### config.mk
export PLATFORM = sky130hd
export DESIGN_NAME = aq32_periph
export DESIGN_NICKNAME = d
export VERILOG_FILES = /design/src/hw/aq32_pkg.sv /design/src/hw/bus_decode.sv /design/src/hw/machine_timer.sv /design/src/hw/video_regs.sv /design/src/hw/read_mux.sv /design/src/hw/audio_mixer.sv /design/src/hw/aq32_periph.sv
export SDC_FILE = /design/constraint.sdc
export NUM_CORES = 1
export LEC_CHECK = 0
export ABC_AREA = 1
export BUFFER_PORTS_ARGS = -buffer_cell sky130_fd_sc_hd__buf_4
export CAP_MARGIN = 20
export CELL_PAD_IN_SITES_DETAIL_PLACEMENT = 1
export CELL_PAD_IN_SITES_GLOBAL_PLACEMENT = 1
export CORE_UTILIZATION = 38
export CTS_CLUSTER_SIZE = 30
export DETAILED_ROUTE_END_ITERATION = 7
export PLACE_DENSITY_LB_ADDON = 0.1
export REMOVE_ABC_BUFFERS = 1
export SETUP_SLACK_MARGIN = 0.4
export SYNTH_ARGS = -nofsm -noshare
export SYNTH_HDL_FRONTEND = slang
export SYNTH_HIERARCHICAL = 1
export SYNTH_SLANG_ARGS = --single-unit
### constraint.sdc
create_clock -name clk -period 4.4 [get_ports clk]
set_input_delay 0.88 -clock clk [delete_from_list [all_inputs] [get_ports clk]]
set_output_delay 0.88 -clock clk [all_outputs]
set_load 0.05 [all_outputs]
### src/hw/aq32_pkg.sv
`default_nettype none

package aq32_pkg;

    // Bus widths
    localparam int ADDR_W   = 32;
    localparam int DATA_W   = 32;
    localparam int SAMPLE_W = 16;

    // One tick per millisecond of the 25.175 MHz clock
    localparam logic [14:0] TICK_DIV = 15'd25175;

    ////////////////////////////////////////////////////
    // Register byte addresses
    ////////////////////////////////////////////////////
    localparam logic [ADDR_W-1:0] ADDR_VCTRL     = 32'h0000_2008;
    localparam logic [ADDR_W-1:0] ADDR_VSCRX     = 32'h0000_200C;
    localparam logic [ADDR_W-1:0] ADDR_VSCRY     = 32'h0000_2010;
    localparam logic [ADDR_W-1:0] ADDR_VIRQLINE  = 32'h0000_2018;
    localparam logic [ADDR_W-1:0] ADDR_MTIME     = 32'h0000_2080;
    localparam logic [ADDR_W-1:0] ADDR_MTIMEH    = 32'h0000_2084;
    localparam logic [ADDR_W-1:0] ADDR_MTIMECMP  = 32'h0000_2088;
    localparam logic [ADDR_W-1:0] ADDR_MTIMECMPH = 32'h0000_208C;

    // Video register widths
    localparam int VCTRL_W   = 6;
    localparam int SCRX_W    = 9;
    localparam int SCRY_W    = 8;
    localparam int IRQLINE_W = 9;

    // Video control flag positions
    localparam int VCTRL_TEXT_EN       = 0;
    localparam int VCTRL_TEXT_MODE80   = 1;
    localparam int VCTRL_TEXT_PRIORITY = 2;
    localparam int VCTRL_GFX_EN        = 3;
    localparam int VCTRL_GFX_TILEMODE  = 4;
    localparam int VCTRL_SPRITES_EN    = 5;

    ////////////////////////////////////////////////////
    // Register select indices
    ////////////////////////////////////////////////////
    localparam int SEL_W = 8;
    localparam logic [2:0] SEL_VCTRL     = 3'd0;
    localparam logic [2:0] SEL_SCRX      = 3'd1;
    localparam logic [2:0] SEL_SCRY      = 3'd2;
    localparam logic [2:0] SEL_IRQLINE   = 3'd3;
    localparam logic [2:0] SEL_MTIME     = 3'd4;
    localparam logic [2:0] SEL_MTIMEH    = 3'd5;
    localparam logic [2:0] SEL_MTIMECMP  = 3'd6;
    localparam logic [2:0] SEL_MTIMECMPH = 3'd7;

    // Saturation limits
    localparam logic [SAMPLE_W-1:0] SAMPLE_MAX = 16'h7FFF;
    localparam logic [SAMPLE_W-1:0] SAMPLE_MIN = 16'h8000;

endpackage

`default_nettype wire

### src/hw/bus_decode.sv
`default_nettype none

module bus_decode (
    input  wire                          strobe,
    input  wire  [aq32_pkg::ADDR_W-1:0]  addr,
    output logic [aq32_pkg::SEL_W-1:0]   sel
);

    logic [aq32_pkg::ADDR_W-1:0] word_addr;

    // Byte offset within the word is ignored
    assign word_addr = {addr[aq32_pkg::ADDR_W-1:2], 2'b00};

    always_comb begin
        sel = '0;
        if (strobe) begin
            sel[aq32_pkg::SEL_VCTRL]     = (word_addr == aq32_pkg::ADDR_VCTRL);
            sel[aq32_pkg::SEL_SCRX]      = (word_addr == aq32_pkg::ADDR_VSCRX);
            sel[aq32_pkg::SEL_SCRY]      = (word_addr == aq32_pkg::ADDR_VSCRY);
            sel[aq32_pkg::SEL_IRQLINE]   = (word_addr == aq32_pkg::ADDR_VIRQLINE);
            sel[aq32_pkg::SEL_MTIME]     = (word_addr == aq32_pkg::ADDR_MTIME);
            sel[aq32_pkg::SEL_MTIMEH]    = (word_addr == aq32_pkg::ADDR_MTIMEH);
            sel[aq32_pkg::SEL_MTIMECMP]  = (word_addr == aq32_pkg::ADDR_MTIMECMP);
            sel[aq32_pkg::SEL_MTIMECMPH] = (word_addr == aq32_pkg::ADDR_MTIMECMPH);
        end
    end

    ////////////////////////////////////////////////////
    // Checks
    ////////////////////////////////////////////////////

    // Package addresses must all be distinct words
    sel_onehot: assert final ($onehot0(sel))
        else $error("bus_decode: more than one select active, sel=%b", sel);

endmodule

`default_nettype wire

### src/hw/machine_timer.sv
`default_nettype none

module machine_timer (
    input  wire                          clk,
    input  wire                          reset,
    input  wire                          wren,
    input  wire                          sel_lo,
    input  wire                          sel_hi,
    input  wire                          sel_cmp_lo,
    input  wire                          sel_cmp_hi,
    input  wire  [aq32_pkg::DATA_W-1:0]  wrdata,
    output logic [63:0]                  mtime,
    output logic [63:0]                  mtimecmp,
    output logic                         timer_irq
);

    logic [14:0] tick_cnt;
    logic        tick;

    ////////////////////////////////////////////////////
    // Millisecond prescaler
    ////////////////////////////////////////////////////
    always_ff @(posedge clk or posedge reset) begin
        if (reset) begin
            tick_cnt <= '0;
            tick     <= 1'b0;
        end else begin
            tick <= 1'b0;
            if (tick_cnt == aq32_pkg::TICK_DIV - 15'd1) begin
                tick_cnt <= '0;
                tick     <= 1'b1;
            end else begin
                tick_cnt <= tick_cnt + 15'd1;
            end
        end
    end

    ////////////////////////////////////////////////////
    // mtime, mtimecmp and compare interrupt
    ////////////////////////////////////////////////////
    always_ff @(posedge clk or posedge reset) begin
        if (reset) begin
            mtime     <= '0;
            mtimecmp  <= '0;
            timer_irq <= 1'b0;
        end else begin
            if (tick)
                mtime <= mtime + 64'd1;

            // CPU write to a half wins over the tick
            if (wren && sel_lo)     mtime[31:0]     <= wrdata;
            if (wren && sel_hi)     mtime[63:32]    <= wrdata;
            if (wren && sel_cmp_lo) mtimecmp[31:0]  <= wrdata;
            if (wren && sel_cmp_hi) mtimecmp[63:32] <= wrdata;

            timer_irq <= (mtimecmp <= mtime);
        end
    end

    // Tick is a single-cycle pulse
    tick_single: assert property (@(posedge clk) disable iff (reset) tick |=> !tick)
        else $error("machine_timer: tick held for two cycles");

endmodule

`default_nettype wire

### src/hw/video_regs.sv
`default_nettype none

module video_regs (
    input  wire                              clk,
    input  wire                              reset,
    input  wire                              wren,
    input  wire                              sel_vctrl,
    input  wire                              sel_scrx,
    input  wire                              sel_scry,
    input  wire                              sel_irqline,
    input  wire  [aq32_pkg::DATA_W-1:0]      wrdata,
    output logic [aq32_pkg::VCTRL_W-1:0]     vctrl,
    output logic [aq32_pkg::SCRX_W-1:0]      scroll_x,
    output logic [aq32_pkg::SCRY_W-1:0]      scroll_y,
    output logic [aq32_pkg::IRQLINE_W-1:0]   irqline
);

    always_ff @(posedge clk or posedge reset) begin
        if (reset) begin
            vctrl    <= '0;
            scroll_x <= '0;
            scroll_y <= '0;
            irqline  <= '0;
        end else if (wren) begin
            if (sel_vctrl) begin
                vctrl[aq32_pkg::VCTRL_TEXT_EN]       <= wrdata[aq32_pkg::VCTRL_TEXT_EN];
                vctrl[aq32_pkg::VCTRL_TEXT_MODE80]   <= wrdata[aq32_pkg::VCTRL_TEXT_MODE80];
                vctrl[aq32_pkg::VCTRL_TEXT_PRIORITY] <= wrdata[aq32_pkg::VCTRL_TEXT_PRIORITY];
                vctrl[aq32_pkg::VCTRL_GFX_EN]        <= wrdata[aq32_pkg::VCTRL_GFX_EN];
                vctrl[aq32_pkg::VCTRL_GFX_TILEMODE]  <= wrdata[aq32_pkg::VCTRL_GFX_TILEMODE];
                vctrl[aq32_pkg::VCTRL_SPRITES_EN]    <= wrdata[aq32_pkg::VCTRL_SPRITES_EN];
            end

            // Scroll registers take the low bits
            if (sel_scrx)
                scroll_x <= wrdata[aq32_pkg::SCRX_W-1:0];
            if (sel_scry)
                scroll_y <= wrdata[aq32_pkg::SCRY_W-1:0];

            // Raster IRQ line is written at its own address only
            if (sel_irqline)
                irqline <= wrdata[aq32_pkg::IRQLINE_W-1:0];
        end
    end

endmodule

`default_nettype wire

### src/hw/read_mux.sv
`default_nettype none

module read_mux (
    input  wire  [aq32_pkg::SEL_W-1:0]      sel,
    input  wire  [aq32_pkg::VCTRL_W-1:0]    vctrl,
    input  wire  [aq32_pkg::SCRX_W-1:0]     scroll_x,
    input  wire  [aq32_pkg::SCRY_W-1:0]     scroll_y,
    input  wire  [aq32_pkg::IRQLINE_W-1:0]  irqline,
    input  wire  [63:0]                     mtime,
    input  wire  [63:0]                     mtimecmp,
    output logic [aq32_pkg::DATA_W-1:0]     rddata
);

    always_comb begin
        rddata = '0;
        if (sel[aq32_pkg::SEL_VCTRL])
            rddata = {{(aq32_pkg::DATA_W - aq32_pkg::VCTRL_W){1'b0}}, vctrl};
        if (sel[aq32_pkg::SEL_SCRX])
            rddata = {{(aq32_pkg::DATA_W - aq32_pkg::SCRX_W){1'b0}}, scroll_x};
        if (sel[aq32_pkg::SEL_SCRY])
            rddata = {{(aq32_pkg::DATA_W - aq32_pkg::SCRY_W){1'b0}}, scroll_y};
        if (sel[aq32_pkg::SEL_IRQLINE])
            rddata = {{(aq32_pkg::DATA_W - aq32_pkg::IRQLINE_W){1'b0}}, irqline};

        // Timer halves
        if (sel[aq32_pkg::SEL_MTIME])     rddata = mtime[31:0];
        if (sel[aq32_pkg::SEL_MTIMEH])    rddata = mtime[63:32];
        if (sel[aq32_pkg::SEL_MTIMECMP])  rddata = mtimecmp[31:0];
        if (sel[aq32_pkg::SEL_MTIMECMPH]) rddata = mtimecmp[63:32];
    end

    // Unmapped or idle bus reads as zero
    idle_zero: assert final (sel != '0 || rddata == '0)
        else $error("read_mux: nonzero read data with no select, rddata=%h", rddata);

endmodule

`default_nettype wire

### src/hw/audio_mixer.sv
`default_nettype none

module audio_mixer (
    input  wire                                 clk,
    input  wire                                 reset,
    input  wire  signed [aq32_pkg::SAMPLE_W-1:0] pcm_l,
    input  wire  signed [aq32_pkg::SAMPLE_W-1:0] pcm_r,
    input  wire  signed [aq32_pkg::SAMPLE_W-1:0] fm_l,
    input  wire  signed [aq32_pkg::SAMPLE_W-1:0] fm_r,
    output logic signed [aq32_pkg::SAMPLE_W-1:0] mix_l,
    output logic signed [aq32_pkg::SAMPLE_W-1:0] mix_r
);

    // Clamp a sum that is one bit wider than a sample
    function automatic logic [aq32_pkg::SAMPLE_W-1:0] clamp(
        input logic [aq32_pkg::SAMPLE_W:0] sum
    );
        logic [1:0] top;
        top = sum[aq32_pkg::SAMPLE_W:aq32_pkg::SAMPLE_W-1];
        if (top == 2'b01)
            return aq32_pkg::SAMPLE_MAX;
        if (top == 2'b10)
            return aq32_pkg::SAMPLE_MIN;
        return sum[aq32_pkg::SAMPLE_W-1:0];
    endfunction

    logic signed [aq32_pkg::SAMPLE_W:0] sum_l;
    logic signed [aq32_pkg::SAMPLE_W:0] sum_r;

    assign sum_l = pcm_l + fm_l;
    assign sum_r = pcm_r + fm_r;

    always_ff @(posedge clk or posedge reset) begin
        if (reset) begin
            mix_l <= '0;
            mix_r <= '0;
        end else begin
            mix_l <= clamp(sum_l);
            mix_r <= clamp(sum_r);
        end
    end

endmodule

`default_nettype wire

### src/hw/aq32_periph.sv
`default_nettype none

module aq32_periph (
    input  wire                                  clk,
    input  wire                                  reset,

    // CPU bus
    input  wire                                  cpu_strobe,
    input  wire                                  cpu_wren,
    input  wire         [aq32_pkg::ADDR_W-1:0]   cpu_addr,
    input  wire         [aq32_pkg::DATA_W-1:0]   cpu_wrdata,
    output wire         [aq32_pkg::DATA_W-1:0]   cpu_rddata,
    output wire                                  timer_irq,

    // To video engine
    output wire         [aq32_pkg::VCTRL_W-1:0]   vctrl,
    output wire         [aq32_pkg::SCRX_W-1:0]    scroll_x,
    output wire         [aq32_pkg::SCRY_W-1:0]    scroll_y,
    output wire         [aq32_pkg::IRQLINE_W-1:0] irqline,

    // Audio streams
    input  wire  signed [aq32_pkg::SAMPLE_W-1:0] pcm_l,
    input  wire  signed [aq32_pkg::SAMPLE_W-1:0] pcm_r,
    input  wire  signed [aq32_pkg::SAMPLE_W-1:0] fm_l,
    input  wire  signed [aq32_pkg::SAMPLE_W-1:0] fm_r,
    output wire  signed [aq32_pkg::SAMPLE_W-1:0] mix_l,
    output wire  signed [aq32_pkg::SAMPLE_W-1:0] mix_r
);

    wire [aq32_pkg::SEL_W-1:0] sel;
    wire [63:0]                mtime;
    wire [63:0]                mtimecmp;

    ////////////////////////////////////////////////////
    // Bus side
    ////////////////////////////////////////////////////
    bus_decode decode (
        .strobe(cpu_strobe), .addr(cpu_addr), .sel(sel));

    machine_timer timer (
        .clk(clk), .reset(reset), .wren(cpu_wren),
        .sel_lo(sel[aq32_pkg::SEL_MTIME]), .sel_hi(sel[aq32_pkg::SEL_MTIMEH]),
        .sel_cmp_lo(sel[aq32_pkg::SEL_MTIMECMP]), .sel_cmp_hi(sel[aq32_pkg::SEL_MTIMECMPH]),
        .wrdata(cpu_wrdata), .mtime(mtime), .mtimecmp(mtimecmp), .timer_irq(timer_irq));

    video_regs vregs (
        .clk(clk), .reset(reset), .wren(cpu_wren),
        .sel_vctrl(sel[aq32_pkg::SEL_VCTRL]), .sel_scrx(sel[aq32_pkg::SEL_SCRX]),
        .sel_scry(sel[aq32_pkg::SEL_SCRY]), .sel_irqline(sel[aq32_pkg::SEL_IRQLINE]),
        .wrdata(cpu_wrdata), .vctrl(vctrl), .scroll_x(scroll_x),
        .scroll_y(scroll_y), .irqline(irqline));

    read_mux rdmux (
        .sel(sel), .vctrl(vctrl), .scroll_x(scroll_x), .scroll_y(scroll_y),
        .irqline(irqline), .mtime(mtime), .mtimecmp(mtimecmp), .rddata(cpu_rddata));

    ////////////////////////////////////////////////////
    // Audio output side
    ////////////////////////////////////////////////////
    audio_mixer mixer (
        .clk(clk), .reset(reset),
        .pcm_l(pcm_l), .pcm_r(pcm_r), .fm_l(fm_l), .fm_r(fm_r),
        .mix_l(mix_l), .mix_r(mix_r));

endmodule

`default_nettype wire

==> results.yml <==
timing:
  max_slew_margin_pct: 36.1
  period_share_pct: 86.5
  hold_ws_ns: 0.441
  setup_tns_ns: 0
  rsz0062_at_grt: "no"
  hold_viol_final: 0
  finalSetupViolCount: 0
  post-route-min-period_ns: 3.81
  clock.fmax_mhz: 263
  setup_slack_ns: 0.593
  tightest_slew_ns: 0.956
  drv_slew: 0
  finClkSkew_ns: 0.0155
final_layout:
  layout_commonest_cell: "nand2_1"
  finalCoreUtilization_pct: 46.5
  fin_cells: 3011
  diodes: 0
  drive_above_1_share_pct: 18.6
  mostFrequentLayoutCells: "733 x nand2_1, 248 x inv_1, 247 x buf_4"
  design_area_sq_um: 19000
  synthToLayoutAreaGrowth_pct: 20.8
  final_nets: 2691
die:
  dieArea_sq_um: 42200
  num_rows: 74
  fp.dieH_um: 205
  core_area_sq_um: 40800
  die_width_um: 205
  io_pins: 229
  initial_core_util_pct: 38.5
setup_path:
  worstPathArrival_ns: 2.93
  cp-start-kind: "input port"
  crit_fanout: 18
  reg2reg_depth: 11
  ff2ff_setup_slack_ns: 1.87
  rr_startpoint: "timer/mtime[31]$_DFFE_PP0P_"
  crit_path_end_kind: "output port"
  reg2reg_to: "timer/timer_irq$_DFF_PP0_"
  critical_path_class: "in -> out"
  worstPathRequired_ns: 3.52
pwr:
  power.density_nw_per_um2: 288
  total_leakage_power_nw: 10.4
  total_power_mw: 5.47
  irDropWorstVdd_uv: 265
yosys:
  avgSynthCellArea_sq_um: 7.04
  ys_seq_elements: 209
  async_flop_share_pct: 100
  yosysSeqAreaShare_pct: 33.2
  synthAdderAreaFrac_pct: 8.13
  synth_compound_area_share_pct: 11.4
  yosys_most_used_dff: "dfrtp_1"
  yosys_warnings: 6
  synth_mux_area_share_pct: 0
  synthSimpleGateAreaFrac_pct: 35.2
  synth_top_family_by_area: "simple AND/OR/NAND/NOR gates"
  synth_cell_type_count: 50
  syn_inst: 2235
  synth_xor_area_share_pct: 3.40
  syn_area_sq_um: 15700
  synth_edf_count: 0
global_route:
  overflow: 0
  track_usage_pct: 27.1
  grt_pass1_vias: 16500
  grt_pass1_wl_mm: 89.9
  grt_max_degree: 85
  antenna_found_initial: 0
drt:
  ant_nets: 0
  drc: 0
  drt-initial-drc-count: 690
  drt-total-wl_mm: 55.9
  num_vias: 15700
  wire_per_inst_um: 18.6
  vias_per_cell: 5.21
  drtPass1Iterations: 5
placed_design:
  gp_congestion: 0.942
  io_buffers: 226
  place_area_sq_um: 18000
  numPlacedInstances: 2959
  dp_hpwl_mm: 42.9
  preCtsSetupSlack_ns: 0.553
clocking:
  cts_buffers: 28
  cts_hold_buf: 0
  cts-root-buf: "clkbuf_16"
  path_clk_slew_ns: 0.06
  postCtsSetupBuffers: 0
  cts.path.max_buffers: 3
  cts_tree: "done"
  postCtsResizedCells: 0
  cts_max_level: 1
  clkLatencyLatePin_ns: 0.57
  clock_sinks: 209
worst_hold_path:
  hold_path.class: "in -> async"
job:
  maxCapViolCount: 0
outcome:
  status: "finished clean"
cells by family (layout without fill, tap and decap cells):
family,count (synthesis),in the layout
adder cells (fa/ha/maj),101,101
buffers and inverters,326,570
flip-flops,209,209
AO/OA/AOI/OAI,291,291
AND/OR/NAND/NOR,1247,1247
XOR/XNOR,61,61
sequential cells by signal (all words and copies together), names as in the netlist:
name / count
timer/mtimecmp: 64
timer/timer_irq: 1
vregs/irqline: 9
timer/tick_cnt: 15
vregs/scroll_x: 9
mixer/mix_r: 16
mixer/mix_l: 16
timer/tick: 1
timer/mtime: 64
vregs/scroll_y: 8
vregs/vctrl: 6
worst max-delay path by stage:
stage	slack, ns	end	from	cells after the start
floorplan	-1.26	timer/mtimecmp[32]$_DFFE_PP0P_	cpu_addr[31]	6
global placement	0.56	cpu_rddata[6]	cpu_addr[17]	16
detailed placement	0.55	cpu_rddata[6]	cpu_addr[11]	16
CTS	0.54	cpu_rddata[6]	cpu_addr[17]	16
global route	0.41	cpu_rddata[26]	cpu_addr[11]	12
finish	0.59	cpu_rddata[12]	cpu_addr[31]	11
worst max-delay path: stages:
cell     delay [ns]
buf_4          0.11
or2_4          0.27
nor2_8         0.15
nand3_2        0.12
nor2_1         0.18
inv_2          0.10
nor2_4         0.27
buf_12         0.22
a21oi_1        0.10
o31ai_1        0.26
buf_4          0.26
metal layers:
| metal | wire length (um) | up-vias | GRT usage [%] | share of wire [%] |
|---|---|---|---|---|
| li1 | - | 7625 | - | - |
| met1 | 24700 | 7693 | 34.6 | 44 |
| met2 | 27800 | 309 | 48.3 | 50 |
| met3 | 2390 | 68 | 3.50 | 4.3 |
| met4 | 1010 | 0 | 6.38 | 1.8 |
| met5 | 0 | - | 0 | 0 |
cell usage after synthesis, types with 3 or more instances:
library cell  count  area [sq um]
or2_1             4          25.0
dfrtp_1         209          5230
clkbuf_1         26          97.6
o221ai_1         17           149
a21oi_1          84           420
xor2_1           58           508
buf_2            20           100
o211ai_1          5          37.5
nand3b_1          3          22.5
nor2_1          203           762
nand3_1         116           581
nand3_2          10           100
inv_1           249           935
xnor2_1           3          26.3
o21ai_1           4          20.0
o21bai_1         10          75.1
nand2_4           8          90.1
nand2_1         735          2760
nor3_2           10           100
inv_2            15          56.3
a21oi_2          14           123
o31ai_2          10           125
o22ai_1          35           219
o21a_1            5          37.5
a21o_1            8          60.1
o21ai_0          83           415
and2_1            8          50.1
buf_4             5          37.5
nor2_4           17           191
ha_1             99          1240
nor4_1            5          31.3
nor3_1           28           140
nand4_1          26           163
nor2_2           10          62.6
nand2_2          56           350
buf_6             6          67.6
o31ai_1          13          97.6
cell type report:
type	instances	area (sq um)
Clock inverter	12	175
Clock buffer	39	782
Sequential cell	209	5230
Multi-Input combinational cell	1700	9180
Fill cell	5275	21800
Inverter	266	1000
Timing Repair Buffer	253	1970
Tap cell	532	666
power by group:
part / switching [mW] / leakage (nW) / internal (mW)
Clock: 0.941 / 0.473 / 1.47
Sequential: 0.0263 / 2.54 / 2.00
Combinational: 0.698 / 7.36 / 0.330
Total: 1.67 / 10.4 / 3.80
(Power assumes the default switching activity.)
